--- src/soc_pkg.sv ---
package soc_pkg;

  typedef logic [31:0] addr_t;
  typedef logic [31:0] data_t;

  typedef enum logic [1:0] {
    SIZE_B = 2'd0,
    SIZE_H = 2'd1,
    SIZE_W = 2'd2
  } size_t;

  typedef enum logic [1:0] {
    RESP_OKAY   = 2'd0,
    RESP_SLVERR = 2'd2
  } resp_t;

  // naive data-memory op encoding
  typedef enum logic [2:0] {
    DMEM_SB = 3'd0,
    DMEM_SH = 3'd1,
    DMEM_SW = 3'd2
  } dmem_op_t;

  // master to slave
  typedef struct packed {
    logic  aw_valid;
    addr_t aw_addr;
    size_t aw_size;
    logic  w_valid;
    data_t w_data;
    logic  b_ready;
    logic  ar_valid;
    addr_t ar_addr;
    size_t ar_size;
    logic  r_ready;
  } axi_req_t;

  // slave to master
  typedef struct packed {
    logic  aw_ready;
    logic  w_ready;
    logic  b_valid;
    resp_t b_resp;
    logic  ar_ready;
    logic  r_valid;
    data_t r_data;
    resp_t r_resp;
  } axi_rsp_t;

  localparam addr_t CLINT_BASE      = 32'h0200_0000;
  localparam int    CLINT_SPAN_BITS = 16; // 64 KiB window

  // offsets inside the clint window
  localparam logic [CLINT_SPAN_BITS-1:0] MTIMECMP_LO_OFS = 16'h4000;
  localparam logic [CLINT_SPAN_BITS-1:0] MTIMECMP_HI_OFS = 16'h4004;
  localparam logic [CLINT_SPAN_BITS-1:0] MTIME_LO_OFS    = 16'hBFF8;
  localparam logic [CLINT_SPAN_BITS-1:0] MTIME_HI_OFS    = 16'hBFFC;

endpackage
--- src/soc_mem_top.sv ---
module soc_mem_top import soc_pkg::*; #(
  parameter int TICK_DIV = 4
) (
  input  logic     clock,
  input  logic     rst_n_i,
  input  logic     rw_valid_i,
  input  logic     rw_we_i,
  input  addr_t    rw_addr_i,
  input  size_t    rw_size_i,
  input  data_t    rw_wdata_i,
  output logic     rw_ready_o,
  output data_t    rw_rdata_o,
  output resp_t    rw_resp_o,
  output addr_t    dmem_addr_o,
  output data_t    dmem_data_o,
  output dmem_op_t dmem_op_o,
  output logic     dmem_we_o,
  input  data_t    dmem_data_i,
  output logic     timer_irq_o
);

  axi_req_t mst_req, ram_req, clint_req;
  axi_rsp_t mst_rsp, ram_rsp, clint_rsp;

  rw_axi_master u_master (
    .clock      (clock),
    .rst_n_i    (rst_n_i),
    .rw_valid_i (rw_valid_i),
    .rw_we_i    (rw_we_i),
    .rw_addr_i  (rw_addr_i),
    .rw_size_i  (rw_size_i),
    .rw_wdata_i (rw_wdata_i),
    .rw_ready_o (rw_ready_o),
    .rw_rdata_o (rw_rdata_o),
    .rw_resp_o  (rw_resp_o),
    .bus_req_o  (mst_req),
    .bus_rsp_i  (mst_rsp)
  );

  axi_addr_router u_router (
    .clock       (clock),
    .rst_n_i     (rst_n_i),
    .mst_req_i   (mst_req),
    .mst_rsp_o   (mst_rsp),
    .ram_req_o   (ram_req),
    .ram_rsp_i   (ram_rsp),
    .clint_req_o (clint_req),
    .clint_rsp_i (clint_rsp)
  );

  axi_ram_bridge u_ram (
    .clock       (clock),
    .rst_n_i     (rst_n_i),
    .bus_req_i   (ram_req),
    .bus_rsp_o   (ram_rsp),
    .dmem_addr_o (dmem_addr_o),
    .dmem_data_o (dmem_data_o),
    .dmem_op_o   (dmem_op_o),
    .dmem_we_o   (dmem_we_o),
    .dmem_data_i (dmem_data_i)
  );

  clint_timer #(
    .TICK_DIV (TICK_DIV)
  ) u_clint (
    .clock       (clock),
    .rst_n_i     (rst_n_i),
    .bus_req_i   (clint_req),
    .bus_rsp_o   (clint_rsp),
    .timer_irq_o (timer_irq_o)
  );

endmodule

--- src/clint_timer.sv ---
module clint_timer import soc_pkg::*; #(
  parameter int TICK_DIV = 4
) (
  input  logic     clock,
  input  logic     rst_n_i,
  input  axi_req_t bus_req_i,
  output axi_rsp_t bus_rsp_o,
  output logic     timer_irq_o
);

  localparam int CNT_W = (TICK_DIV > 1) ? $clog2(TICK_DIV) : 1;

  logic [CNT_W-1:0]           tick_cnt_q;
  logic                       tick;
  logic [63:0]                mtime_q;
  logic [63:0]                mtimecmp_q;
  logic                       irq_q;
  logic                       b_valid_q;
  logic                       r_valid_q;
  resp_t                      b_resp_q;
  resp_t                      r_resp_q;
  data_t                      r_data_q;
  logic                       busy;
  logic                       wr_acc;
  logic                       rd_acc;
  logic                       wr_ok;
  logic                       rd_ok;
  logic [CLINT_SPAN_BITS-1:0] wr_ofs;
  logic [CLINT_SPAN_BITS-1:0] rd_ofs;
  data_t                      rd_word;

  assign tick   = tick_cnt_q == CNT_W'(TICK_DIV - 1);
  assign busy   = b_valid_q || r_valid_q;
  assign wr_acc = bus_req_i.aw_valid && bus_req_i.w_valid && !busy;
  assign rd_acc = bus_req_i.ar_valid && !busy;
  assign wr_ofs = bus_req_i.aw_addr[CLINT_SPAN_BITS-1:0];
  assign rd_ofs = bus_req_i.ar_addr[CLINT_SPAN_BITS-1:0];

  // mtime high is read only
  assign wr_ok = (bus_req_i.aw_size == SIZE_W) &&
                 (wr_ofs == MTIMECMP_LO_OFS || wr_ofs == MTIMECMP_HI_OFS ||
                  wr_ofs == MTIME_LO_OFS);

  always_comb begin
    rd_ok   = bus_req_i.ar_size == SIZE_W;
    rd_word = '0;
    case (rd_ofs)
      MTIMECMP_LO_OFS: rd_word = mtimecmp_q[31:0];
      MTIMECMP_HI_OFS: rd_word = mtimecmp_q[63:32];
      MTIME_LO_OFS:    rd_word = mtime_q[31:0];
      MTIME_HI_OFS:    rd_word = mtime_q[63:32];
      default:         rd_ok = 1'b0;
    endcase
  end

  always_comb begin
    bus_rsp_o.aw_ready = wr_acc;
    bus_rsp_o.w_ready  = wr_acc;
    bus_rsp_o.b_valid  = b_valid_q;
    bus_rsp_o.b_resp   = b_resp_q;
    bus_rsp_o.ar_ready = rd_acc;
    bus_rsp_o.r_valid  = r_valid_q;
    bus_rsp_o.r_data   = r_data_q;
    bus_rsp_o.r_resp   = r_resp_q;
  end

  always_ff @(posedge clock or negedge rst_n_i) begin
    if (!rst_n_i) begin
      tick_cnt_q <= '0;
      mtime_q    <= '0;
      mtimecmp_q <= '1; // irq stays low out of reset
      irq_q      <= 1'b0;
      b_valid_q  <= 1'b0;
      r_valid_q  <= 1'b0;
    end else begin
      tick_cnt_q <= tick ? '0 : tick_cnt_q + 1'b1;
      if (wr_acc && wr_ok && wr_ofs == MTIME_LO_OFS) begin
        mtime_q <= {mtime_q[63:32], bus_req_i.w_data}; // write beats the tick
      end else if (tick) begin
        mtime_q <= mtime_q + 64'd1;
      end
      if (wr_acc && wr_ok && wr_ofs == MTIMECMP_LO_OFS) mtimecmp_q[31:0] <= bus_req_i.w_data;
      if (wr_acc && wr_ok && wr_ofs == MTIMECMP_HI_OFS) mtimecmp_q[63:32] <= bus_req_i.w_data;
      irq_q <= mtime_q >= mtimecmp_q;
      if (wr_acc) b_valid_q <= 1'b1;
      else if (bus_req_i.b_ready) b_valid_q <= 1'b0;
      if (rd_acc) r_valid_q <= 1'b1;
      else if (bus_req_i.r_ready) r_valid_q <= 1'b0;
    end
  end

  always_ff @(posedge clock) begin
    if (wr_acc) b_resp_q <= wr_ok ? RESP_OKAY : RESP_SLVERR;
    if (rd_acc) begin
      r_resp_q <= rd_ok ? RESP_OKAY : RESP_SLVERR;
      r_data_q <= rd_word;
    end
  end

  assign timer_irq_o = irq_q;

  a_one_resp: assert property (@(posedge clock) disable iff (!rst_n_i)
    !(b_valid_q && r_valid_q));

endmodule

--- src/axi_ram_bridge.sv ---
module axi_ram_bridge import soc_pkg::*; (
  input  logic     clock,
  input  logic     rst_n_i,
  input  axi_req_t bus_req_i,
  output axi_rsp_t bus_rsp_o,
  output addr_t    dmem_addr_o,
  output data_t    dmem_data_o,
  output dmem_op_t dmem_op_o,
  output logic     dmem_we_o,
  input  data_t    dmem_data_i
);

  logic  b_valid_q;
  logic  r_valid_q;
  data_t r_data_q;
  logic  busy;
  logic  wr_acc;
  logic  rd_acc;
  size_t op_size;

  assign busy   = b_valid_q || r_valid_q; // response still held
  assign wr_acc = bus_req_i.aw_valid && bus_req_i.w_valid && !busy;
  assign rd_acc = bus_req_i.ar_valid && !busy;

  always_comb begin
    bus_rsp_o.aw_ready = wr_acc;
    bus_rsp_o.w_ready  = wr_acc;
    bus_rsp_o.b_valid  = b_valid_q;
    bus_rsp_o.b_resp   = RESP_OKAY;
    bus_rsp_o.ar_ready = rd_acc;
    bus_rsp_o.r_valid  = r_valid_q;
    bus_rsp_o.r_data   = r_data_q;
    bus_rsp_o.r_resp   = RESP_OKAY;
  end

  assign dmem_addr_o = bus_req_i.ar_valid ? bus_req_i.ar_addr : bus_req_i.aw_addr;
  assign op_size     = bus_req_i.ar_valid ? bus_req_i.ar_size : bus_req_i.aw_size;
  assign dmem_data_o = bus_req_i.w_data; // low bits, memory does the placing
  assign dmem_we_o   = wr_acc;

  always_comb begin
    case (op_size)
      SIZE_B:  dmem_op_o = DMEM_SB;
      SIZE_H:  dmem_op_o = DMEM_SH;
      default: dmem_op_o = DMEM_SW;
    endcase
  end

  always_ff @(posedge clock or negedge rst_n_i) begin
    if (!rst_n_i) begin
      b_valid_q <= 1'b0;
      r_valid_q <= 1'b0;
    end else begin
      if (wr_acc) b_valid_q <= 1'b1;
      else if (bus_req_i.b_ready) b_valid_q <= 1'b0;
      if (rd_acc) r_valid_q <= 1'b1;
      else if (bus_req_i.r_ready) r_valid_q <= 1'b0;
    end
  end

  always_ff @(posedge clock) begin
    if (rd_acc) r_data_q <= dmem_data_i; // word holding dmem_addr_o
  end

  a_we_single: assert property (@(posedge clock) disable iff (!rst_n_i)
    dmem_we_o |=> !dmem_we_o);

endmodule

--- src/axi_addr_router.sv ---
module axi_addr_router import soc_pkg::*; (
  input  logic     clock,
  input  logic     rst_n_i,
  input  axi_req_t mst_req_i,
  output axi_rsp_t mst_rsp_o,
  output axi_req_t ram_req_o,
  input  axi_rsp_t ram_rsp_i,
  output axi_req_t clint_req_o,
  input  axi_rsp_t clint_rsp_i
);

  localparam int AW = $bits(addr_t);

  addr_t    dec_addr;
  logic     sel_clint;
  logic     tgt_clint_q; // owner of the pending b/r response
  logic     accept;
  axi_rsp_t addr_src;
  axi_rsp_t resp_src;

  // aw_addr stays on the bus while w is still pending
  assign dec_addr  = mst_req_i.ar_valid ? mst_req_i.ar_addr : mst_req_i.aw_addr;
  assign sel_clint = dec_addr[AW-1:CLINT_SPAN_BITS] == CLINT_BASE[AW-1:CLINT_SPAN_BITS];

  always_comb begin
    ram_req_o          = mst_req_i;
    ram_req_o.aw_valid = mst_req_i.aw_valid && !sel_clint;
    ram_req_o.w_valid  = mst_req_i.w_valid && !sel_clint;
    ram_req_o.ar_valid = mst_req_i.ar_valid && !sel_clint;
    ram_req_o.b_ready  = mst_req_i.b_ready && !tgt_clint_q;
    ram_req_o.r_ready  = mst_req_i.r_ready && !tgt_clint_q;
  end

  always_comb begin
    clint_req_o          = mst_req_i;
    clint_req_o.aw_valid = mst_req_i.aw_valid && sel_clint;
    clint_req_o.w_valid  = mst_req_i.w_valid && sel_clint;
    clint_req_o.ar_valid = mst_req_i.ar_valid && sel_clint;
    clint_req_o.b_ready  = mst_req_i.b_ready && tgt_clint_q;
    clint_req_o.r_ready  = mst_req_i.r_ready && tgt_clint_q;
  end

  assign addr_src = sel_clint ? clint_rsp_i : ram_rsp_i;
  assign resp_src = tgt_clint_q ? clint_rsp_i : ram_rsp_i;

  always_comb begin
    mst_rsp_o          = resp_src; // b and r follow the latched target
    mst_rsp_o.aw_ready = addr_src.aw_ready;
    mst_rsp_o.w_ready  = addr_src.w_ready;
    mst_rsp_o.ar_ready = addr_src.ar_ready;
  end

  assign accept = (mst_req_i.aw_valid && mst_rsp_o.aw_ready) ||
                  (mst_req_i.ar_valid && mst_rsp_o.ar_ready);

  always_ff @(posedge clock or negedge rst_n_i) begin
    if (!rst_n_i) begin
      tgt_clint_q <= 1'b0;
    end else if (accept) begin
      tgt_clint_q <= sel_clint;
    end
  end

  // only the latched target may hold a b or r response
  a_resp_from_target: assert property (@(posedge clock) disable iff (!rst_n_i)
    !(tgt_clint_q ? (ram_rsp_i.b_valid || ram_rsp_i.r_valid)
                  : (clint_rsp_i.b_valid || clint_rsp_i.r_valid)));

endmodule

--- src/rw_axi_master.sv ---
module rw_axi_master import soc_pkg::*; (
  input  logic     clock,
  input  logic     rst_n_i,
  input  logic     rw_valid_i,
  input  logic     rw_we_i,
  input  addr_t    rw_addr_i,
  input  size_t    rw_size_i,
  input  data_t    rw_wdata_i,
  output logic     rw_ready_o,
  output data_t    rw_rdata_o,
  output resp_t    rw_resp_o,
  output axi_req_t bus_req_o,
  input  axi_rsp_t bus_rsp_i
);

  typedef enum logic [1:0] {
    ST_IDLE,
    ST_ADDR,
    ST_RESP,
    ST_DONE
  } state_t;

  state_t state_q;
  logic   aw_valid_q;
  logic   w_valid_q;
  logic   ar_valid_q;
  logic   ready_q;
  logic   we_q;
  addr_t  addr_q;
  size_t  size_q;
  data_t  wdata_q;
  data_t  rdata_q;
  resp_t  resp_q;
  logic   resp_wait;
  logic   aw_hs, w_hs, ar_hs, b_hs, r_hs;
  logic   addr_done;

  assign resp_wait = (state_q == ST_RESP) && !ready_q;

  assign aw_hs = aw_valid_q && bus_rsp_i.aw_ready;
  assign w_hs  = w_valid_q && bus_rsp_i.w_ready;
  assign ar_hs = ar_valid_q && bus_rsp_i.ar_ready;
  assign b_hs  = resp_wait && bus_rsp_i.b_valid;
  assign r_hs  = resp_wait && bus_rsp_i.r_valid;

  // a write is done once both aw and w are taken, in any order
  assign addr_done = we_q ? ((!aw_valid_q || aw_hs) && (!w_valid_q || w_hs)) : ar_hs;

  always_comb begin
    bus_req_o.aw_valid = aw_valid_q;
    bus_req_o.aw_addr  = addr_q;
    bus_req_o.aw_size  = size_q;
    bus_req_o.w_valid  = w_valid_q;
    bus_req_o.w_data   = wdata_q;
    bus_req_o.b_ready  = resp_wait;
    bus_req_o.ar_valid = ar_valid_q;
    bus_req_o.ar_addr  = addr_q;
    bus_req_o.ar_size  = size_q;
    bus_req_o.r_ready  = resp_wait;
  end

  always_ff @(posedge clock or negedge rst_n_i) begin
    if (!rst_n_i) begin
      state_q    <= ST_IDLE;
      aw_valid_q <= 1'b0;
      w_valid_q  <= 1'b0;
      ar_valid_q <= 1'b0;
      ready_q    <= 1'b0;
    end else begin
      ready_q <= 1'b0;
      case (state_q)
        ST_IDLE: begin
          if (rw_valid_i) begin
            aw_valid_q <= rw_we_i;
            w_valid_q  <= rw_we_i;
            ar_valid_q <= !rw_we_i;
            state_q    <= ST_ADDR;
          end
        end
        ST_ADDR: begin
          if (aw_hs) aw_valid_q <= 1'b0;
          if (w_hs) w_valid_q <= 1'b0;
          if (ar_hs) ar_valid_q <= 1'b0;
          if (addr_done) state_q <= ST_RESP;
        end
        ST_RESP: begin
          if (ready_q) state_q <= ST_DONE; // pulse just went out
          else if (we_q ? b_hs : r_hs) ready_q <= 1'b1;
        end
        default: state_q <= ST_IDLE; // done, requester drops valid here
      endcase
    end
  end

  always_ff @(posedge clock) begin
    if (state_q == ST_IDLE && rw_valid_i) begin
      we_q    <= rw_we_i;
      addr_q  <= rw_addr_i;
      size_q  <= rw_size_i;
      wdata_q <= rw_wdata_i;
    end
    if (b_hs && we_q) resp_q <= bus_rsp_i.b_resp;
    if (r_hs && !we_q) begin
      resp_q  <= bus_rsp_i.r_resp;
      rdata_q <= bus_rsp_i.r_data;
    end
  end

  assign rw_ready_o = ready_q;
  assign rw_rdata_o = rdata_q;
  assign rw_resp_o  = resp_q;

  a_no_aw_with_ar: assert property (@(posedge clock) disable iff (!rst_n_i)
    !(bus_req_o.aw_valid && bus_req_o.ar_valid));

endmodule

--- config.mk ---
export PLATFORM = sky130hd
export DESIGN_NAME = soc_mem_top
export DESIGN_NICKNAME = d
export VERILOG_FILES = /design/src/soc_pkg.sv /design/src/soc_mem_top.sv /design/src/clint_timer.sv /design/src/axi_ram_bridge.sv /design/src/axi_addr_router.sv /design/src/rw_axi_master.sv
export SDC_FILE = /design/constraint.sdc
export NUM_CORES = 1
export LEC_CHECK = 0
export BUFFER_PORTS_ARGS = -buffer_cell sky130_fd_sc_hd__buf_2
export CAP_MARGIN = 30
export CELL_PAD_IN_SITES_DETAIL_PLACEMENT = 0
export CELL_PAD_IN_SITES_GLOBAL_PLACEMENT = 1
export CORE_MARGIN = 2
export CORE_UTILIZATION = 45
export CTS_BUF_LIST = sky130_fd_sc_hd__clkbuf_8 sky130_fd_sc_hd__clkbuf_16
export DETAILED_ROUTE_END_ITERATION = 6
export PLACE_DENSITY_LB_ADDON = 0.25
export SETUP_SLACK_MARGIN = 0.3
export SLEW_MARGIN = 20
export SYNTH_ARGS = -nofsm -noshare
export SYNTH_HDL_FRONTEND = slang
export SYNTH_HIERARCHICAL = 1
export SYNTH_SLANG_ARGS = --single-unit
--- constraint.sdc ---
create_clock -name clock -period 5.6 [get_ports clock]
set_input_delay 1.4 -clock clock [delete_from_list [all_inputs] [get_ports clock]]
set_output_delay 1.4 -clock clock [all_outputs]
set_load 0.1 [all_outputs]
==> results of run 1 <==
sequential cells by signal (all words and copies together) (netlist names), 2 cells and up:
register,flops
u_clint/tick_cnt_q,2
u_master/rw_resp_o,2
u_clint/mtime_q,64
u_master/wdata_q,32
u_master/size_q,2
u_master/state_q,2
u_master/addr_q,32
u_ram/r_data_q,32
u_clint/mtimecmp_q,64
u_clint/r_data_q,32
u_master/rw_rdata_o,32
report_power, final:
part | internal [W] | switching [W]
clock | 0.00122 | 0.000943
sequential | 0.00266 | 0.000165
combinational | 0.000412 | 0.00150
total | 0.00430 | 0.00261
how the worst min path moves through the flow:
stage	startpoint	end
floorplan	u_clint/tick_cnt_q[0]	u_clint/tick_cnt_q[0]
global placement	u_clint/tick_cnt_q[0]	u_clint/tick_cnt_q[0]
detailed placement	u_clint/tick_cnt_q[0]	u_clint/tick_cnt_q[0]
CTS	u_clint/tick_cnt_q[0]	u_clint/tick_cnt_q[0]
global route	u_clint/tick_cnt_q[0]	u_clint/tick_cnt_q[0]
finish	u_clint/tick_cnt_q[0]	u_clint/tick_cnt_q[0]
per-stage QoR:
| stage | hold slack (ns) | instance area, sq um | std cells | utilization, % |
|---|---|---|---|---|
| finish | 0.430 | 17900 | 1982 | 47.6 |
| global route | 0.459 | 17900 | 1982 | 47.6 |
| CTS | 0.433 | 17900 | 1981 | 47.6 |
| detailed placement | 0.423 | 16800 | 1914 | 44.7 |
| global placement | 0.414 | 16800 | 1914 | 44.7 |
| floorplan | 0.403 | 17100 | 1489 | - |
layer usage:
layer	GRT usage [%]	vias to the layer above
met1	29.0	4990
met3	2.81	52
li1	-	4912
met5	0	-
met2	30.1	320
met4	5.69	0
cells in the final DEF, fill, tap and decap left out, types with 6 or more instances in the layout:
cell type,count
buf_2,203
clkinv_2,6
xor2_1,44
and4_1,6
dfstp_2,64
and3_1,14
conb_1,7
nor3_1,12
inv_1,99
nor2b_1,8
ha_1,69
clkbuf_16,37
a21o_1,11
nand4_1,29
o21ai_0,48
nor4_1,16
and2_1,8
nand2_1,100
dfrtp_1,78
buf_4,9
mux2_2,78
edfxtp_1,167
a21oi_1,58
nand3_1,30
mux2_4,32
a22oi_1,66
xnor2_1,18
nor2_1,65
cell type report:
class | instances | area share [%]
Timing Repair Buffer | 214 | 6.28
Clock inverter | 29 | 0.909
Tap cell | 511 | 3.57
Multi-Input combinational cell | 796 | 33.9
Inverter | 85 | 1.78
Clock buffer | 38 | 5.25
Sequential cell | 309 | 48.3
==> metrics.yaml, run 1 <==
slowest_stage: "or3_1"
cts_root_buffer: "clkbuf_16"
die_h_um: 199
placement.io_buffers: 204
rsz0062_at_grt: "no"
firstDrtPassIters: 5
synth_area_sq_um: 17100
ir_drop_mv: 0.231
grt_max_degree: 103
routedWlPerCell_um: 19.5
place_congestion: 0.813
setup_tns_ns: 0
finalMaxSlewViolations: 0
clk_pin_slew_ns: 0.06
worst_slack_ns: 1.10
grt.overflow.total: 0
vias_per_cell: 5.18
end_kind: "output pin"
io_pins: 206
r2r_slack_ns: 2.16
critical_path.top_delay_family: "simple AND/OR/NAND/NOR gates"
grt_pass1_wl_um: 59300
finalPower_w: 0.00691
syn_area_per_cell_sq_um: 11.5
layout.area.seq_sq_um: 8650
fin_skew_ns: 0.0210
worst-path-stages: 8
wirelength_met1_um: 18600
fmax_mhz: 222
drt_iter0_markers: 646
die_area_sq_um: 39600
place_hpwl_um: 26700
drive_above_1_share_pct: 32.7
period_needed_ns: 4.50
setup_violations: 0
fin_crit_sh_pct: 80.3
drtAntennaViolNets: 0
diodes: 0
worstSetupStartpoint: "u_master/addr_q[28]"
wl_um: 38600
cts_hold_buf: 0
r2r-end: "u_master/state_q[1]"
grt_pass1_vias: 10000
hold_depth: 1
die_w_um: 199
final_nets: 1614
crit_required_ns: 4.20
hold_path_class: "flop to flop"
slew_headroom_pct: 33.1
crit_chain: "or3_1, nand3b_1, o22a_1, and2_2, buf_12, nor2_1, a32o_1, buf_2"
yosys_warnings: 6
cts_tree: "done"
timing.rr.start: "u_master/addr_q[28]"
cap_violations: 0
clock-sinks: 309
antenna_found_initial: 0
coreArea_sq_um: 37600
insertion_delay_ns: 0.55
start_util_pct: 45.6
cts_inserted_buffers: 37
fillers: 3471
cp-start-kind: "flop"
row_count: 71
cp.arrival_ns: 3.10
area_growth_pct: 4.58
multiInputGateArea_sq_um: 6070
p_leak_nw: 7.37
p_per_area_nw_per_um2: 386
worstSetupEndpoint: "dmem_op_o[0]"
post_cts_buffers: 0
routed-wl-met3_um: 2110
r2r_cells: 11
cp_max_fo: 27
status: "complete, no violations"
pre_cts_ws_ns: 1.56
top_layer: "met4"
cts_max_level: 2
crit_buf_inv: 2
grt_usage_pct: 19.7
post_cts_resized: 0
syn_inst: 1484
path_class: "flop to output pin"
tightestPinTransition_ns: 1.00
vias: 10300
drc: 0
wl_met2_um: 17200
hold_viol: 0
cts_buffer_depth: 3
slowest_delay_ns: 0.46
(Power assumes the default switching activity.)
==> run 2: changes to the inputs <==
--- a/config.mk
+++ b/config.mk
@@ -5,6 +5,7 @@
 export SDC_FILE = /design/constraint.sdc
 export NUM_CORES = 1
 export LEC_CHECK = 0
+export ABC_AREA = 1
 export BUFFER_PORTS_ARGS = -buffer_cell sky130_fd_sc_hd__buf_2
 export CAP_MARGIN = 30
 export CELL_PAD_IN_SITES_DETAIL_PLACEMENT = 0
==> constraint.sdc (replaced) <==
create_clock -name clock -period 4.5 [get_ports clock]
set_input_delay 1.125 -clock clock [delete_from_list [all_inputs] [get_ports clock]]
set_output_delay 1.125 -clock clock [all_outputs]
set_load 0.1 [all_outputs]
==> metrics.yaml, run 2 <==
status: "complete, no violations"  # unchanged
vias: 14200  # was 10300
drc: 0  # unchanged
clock-sinks: 309  # unchanged
rsz0062_at_grt: "no"  # unchanged
synth_area_sq_um: 19100  # was 17100 sq um
vias_per_cell: 5.11  # was 5.18
drtAntennaViolNets: 0  # unchanged
cp.arrival_ns: 2.79  # was 3.10 ns
fillers: 4084  # was 3471
multiInputGateArea_sq_um: 7310  # was 6070 sq um
grt_usage_pct: 23.8  # was 19.7%
slowest_delay_ns: 0.41  # was 0.46 ns
wl_um: 52000  # was 38600 um
layout.area.seq_sq_um: 8650  # about the same
crit_required_ns: 3.38  # was 4.20 ns
firstDrtPassIters: 5  # unchanged
fin_crit_sh_pct: 86.9
cp-start-kind: "flop"  # unchanged
hold_path_class: "flop to flop"  # unchanged
finalMaxSlewViolations: 0  # unchanged
period_needed_ns: 3.91
hold_viol: 0  # unchanged
cts_inserted_buffers: 37  # unchanged
critical_path.top_delay_family: "buffers and inverters"  # was simple AND/OR/NAND/NOR gates
mostFrequentLayoutCell: "nand2_1"  # was buf_2
start_util_pct: 45.5  # was 45.6%
setup_violations: 0  # unchanged
antenna_found_initial: 3  # was 0
setup_tns_ns: 0  # unchanged
ir_drop_mv: 0.462  # was 0.231 mV
drt_iter0_markers: 1010  # was 646
cap_violations: 0  # unchanged
top_regs: "u_clint/mtime_q: 64 flops, u_clint/mtimecmp_q: 64 flops"  # unchanged
tightestPinTransition_ns: 1.01  # was 1.00 ns
clk_pin_slew_ns: 0.06  # about the same
post_cts_resized: 0  # unchanged
path_class: "flop to output pin"  # unchanged
slowest_stage: "buf_2"  # was or3_1
cts_hold_buf: 0  # unchanged
end_kind: "output pin"  # unchanged
cpMostUsedCell: "nand2_1"
p_per_area_nw_per_um2: 483  # was 386 nW/um^2
insertion_delay_ns: 0.55  # about the same
p_leak_nw: 9.05  # was 7.37 nW
slew_headroom_pct: 32.5  # was 33.1%
finalPower_w: 0.00961  # was 0.00691 W
routedWlPerCell_um: 18.7  # was 19.5 um
io_pins: 206  # unchanged
post_cts_buffers: 0  # unchanged
final_nets: 2380  # was 1614
cp_max_fo: 24  # was 27
grt.overflow.total: 0  # unchanged
place_congestion: 0.901  # was 0.813
yosys_warnings: 6  # unchanged
syn_area_per_cell_sq_um: 8.44  # was 11.5 sq um
grt_max_degree: 76  # was 103
die_w_um: 210  # was 199 um
die_area_sq_um: 44100  # was 39600 sq um
layout.cells.most_common_list: "nand2_1, inv_1, buf_2"  # was buf_2, edfxtp_1, nand2_1
cts_tree: "done"  # unchanged
cts_root_buffer: "clkbuf_16"  # unchanged
place_hpwl_um: 38900  # was 26700 um
area_growth_pct: 4.21  # was 4.58%
grt_pass1_vias: 13700  # was 10000
syn_inst: 2263  # was 1484
cts_max_level: 2  # unchanged
placement.io_buffers: 204  # unchanged
fmax_mhz: 256
fin_skew_ns: 0.0154  # was 0.0210 ns
cts_buffer_depth: 3  # unchanged
crit_buf_inv: 4  # was 2
die_h_um: 210  # was 199 um
coreArea_sq_um: 41900  # was 37600 sq um
crit_chain: "buf_4, nand2_1, nor2_1, nand3_4, nand2_4, nor2_2, buf_4, nand2_1, nand2_1, nand2_1, inv_1, buf_2"  # was or3_1, nand3b_1, o22a_1, and2_2, buf_12, nor2_1, a32o_1, buf_2
row_count: 75  # was 71
diodes: 0  # unchanged
drive_above_1_share_pct: 19.8  # was 32.7%
grt_pass1_wl_um: 80200  # was 59300 um
-- run 2: cell count changes in the layout (fill, tap and decap cells not counted), sizes merged, moves of 21 or more --
cell / change
nand4: +84
o21ai: +21
mux2: -72
a22oi: -66
inv: +139
nand2: +545
nor2: +149
nand3: +50
-- run 2: cell type report --
| class | instances | share of cell area [%] |
|---|---|---|
| sequential | 309 | 43.5 |
| inverter | 224 | 4.26 |
| timing repair buffer | 226 | 6.16 |
| clock inverter | 27 | 0.994 |
| tap | 539 | 3.39 |
| multi-input combinational | 1411 | 36.8 |
| clock buffer | 40 | 4.97 |
-- run 2: worst reg2reg max path: cells and delay by family (launching register included) --
family	cells	cell delay, ns
simple gates	11	1.89
buf+inv	4	0.91
flops	1	0.36
-- run 2: per-stage QoR --
step	instance area, sq um	hold WS (ns)	std cells	worst slack [ns]	util [%]
6_report	19900	0.426	2776	0.589	47.4
5_1_grt	19900	0.450	2776	0.407	47.4
4_1_cts	19900	0.426	2775	0.565	47.4
3_5_place_dp	18700	0.419	2708	1.16	44.5
3_3_place_gp	18700	0.415	2708	1.20	44.5
2_1_floorplan	19100	0.403	2268	1.19	-
-- run 2: worst paths after layout --
path	start	depth (start not counted)	endpoint	slack (ns)
max	u_master/ar_valid_q	12	dmem_op_o[0]	0.59
min	u_clint/tick_cnt_q[0]	1	u_clint/tick_cnt_q[0]	0.43
max reg2reg	u_master/ar_valid_q	15	u_clint/mtime_q[17]	1.21
min reg2reg	u_clint/tick_cnt_q[0]	1	u_clint/tick_cnt_q[0]	0.43
max in group asynchronous	rst_n_i	2	u_clint/mtimecmp_q[19]	2.98
min in group asynchronous	rst_n_i	1	u_clint/mtime_q[2]	0.63
-- run 2: layer usage --
layer  GRT usage [%]  part of all wire, %  vias up  wire length [um]
li1                -                    -     7010                 -
met1            33.7                   47     6688             24500
met2            37.9                   45      414             23400
met3            3.87                  5.6       75              2900
met4            7.12                  2.5        0              1300
met5               0                    0        -                 0
-- run 2: where the power goes --
group          leakage, nW  total, W  switching [W]  internal (W)
clock network        0.646   0.00294        0.00119       0.00175
logic                 5.06   0.00310        0.00262      0.000482
registers             3.34   0.00357       0.000207       0.00336
total                 9.05   0.00961        0.00402       0.00559
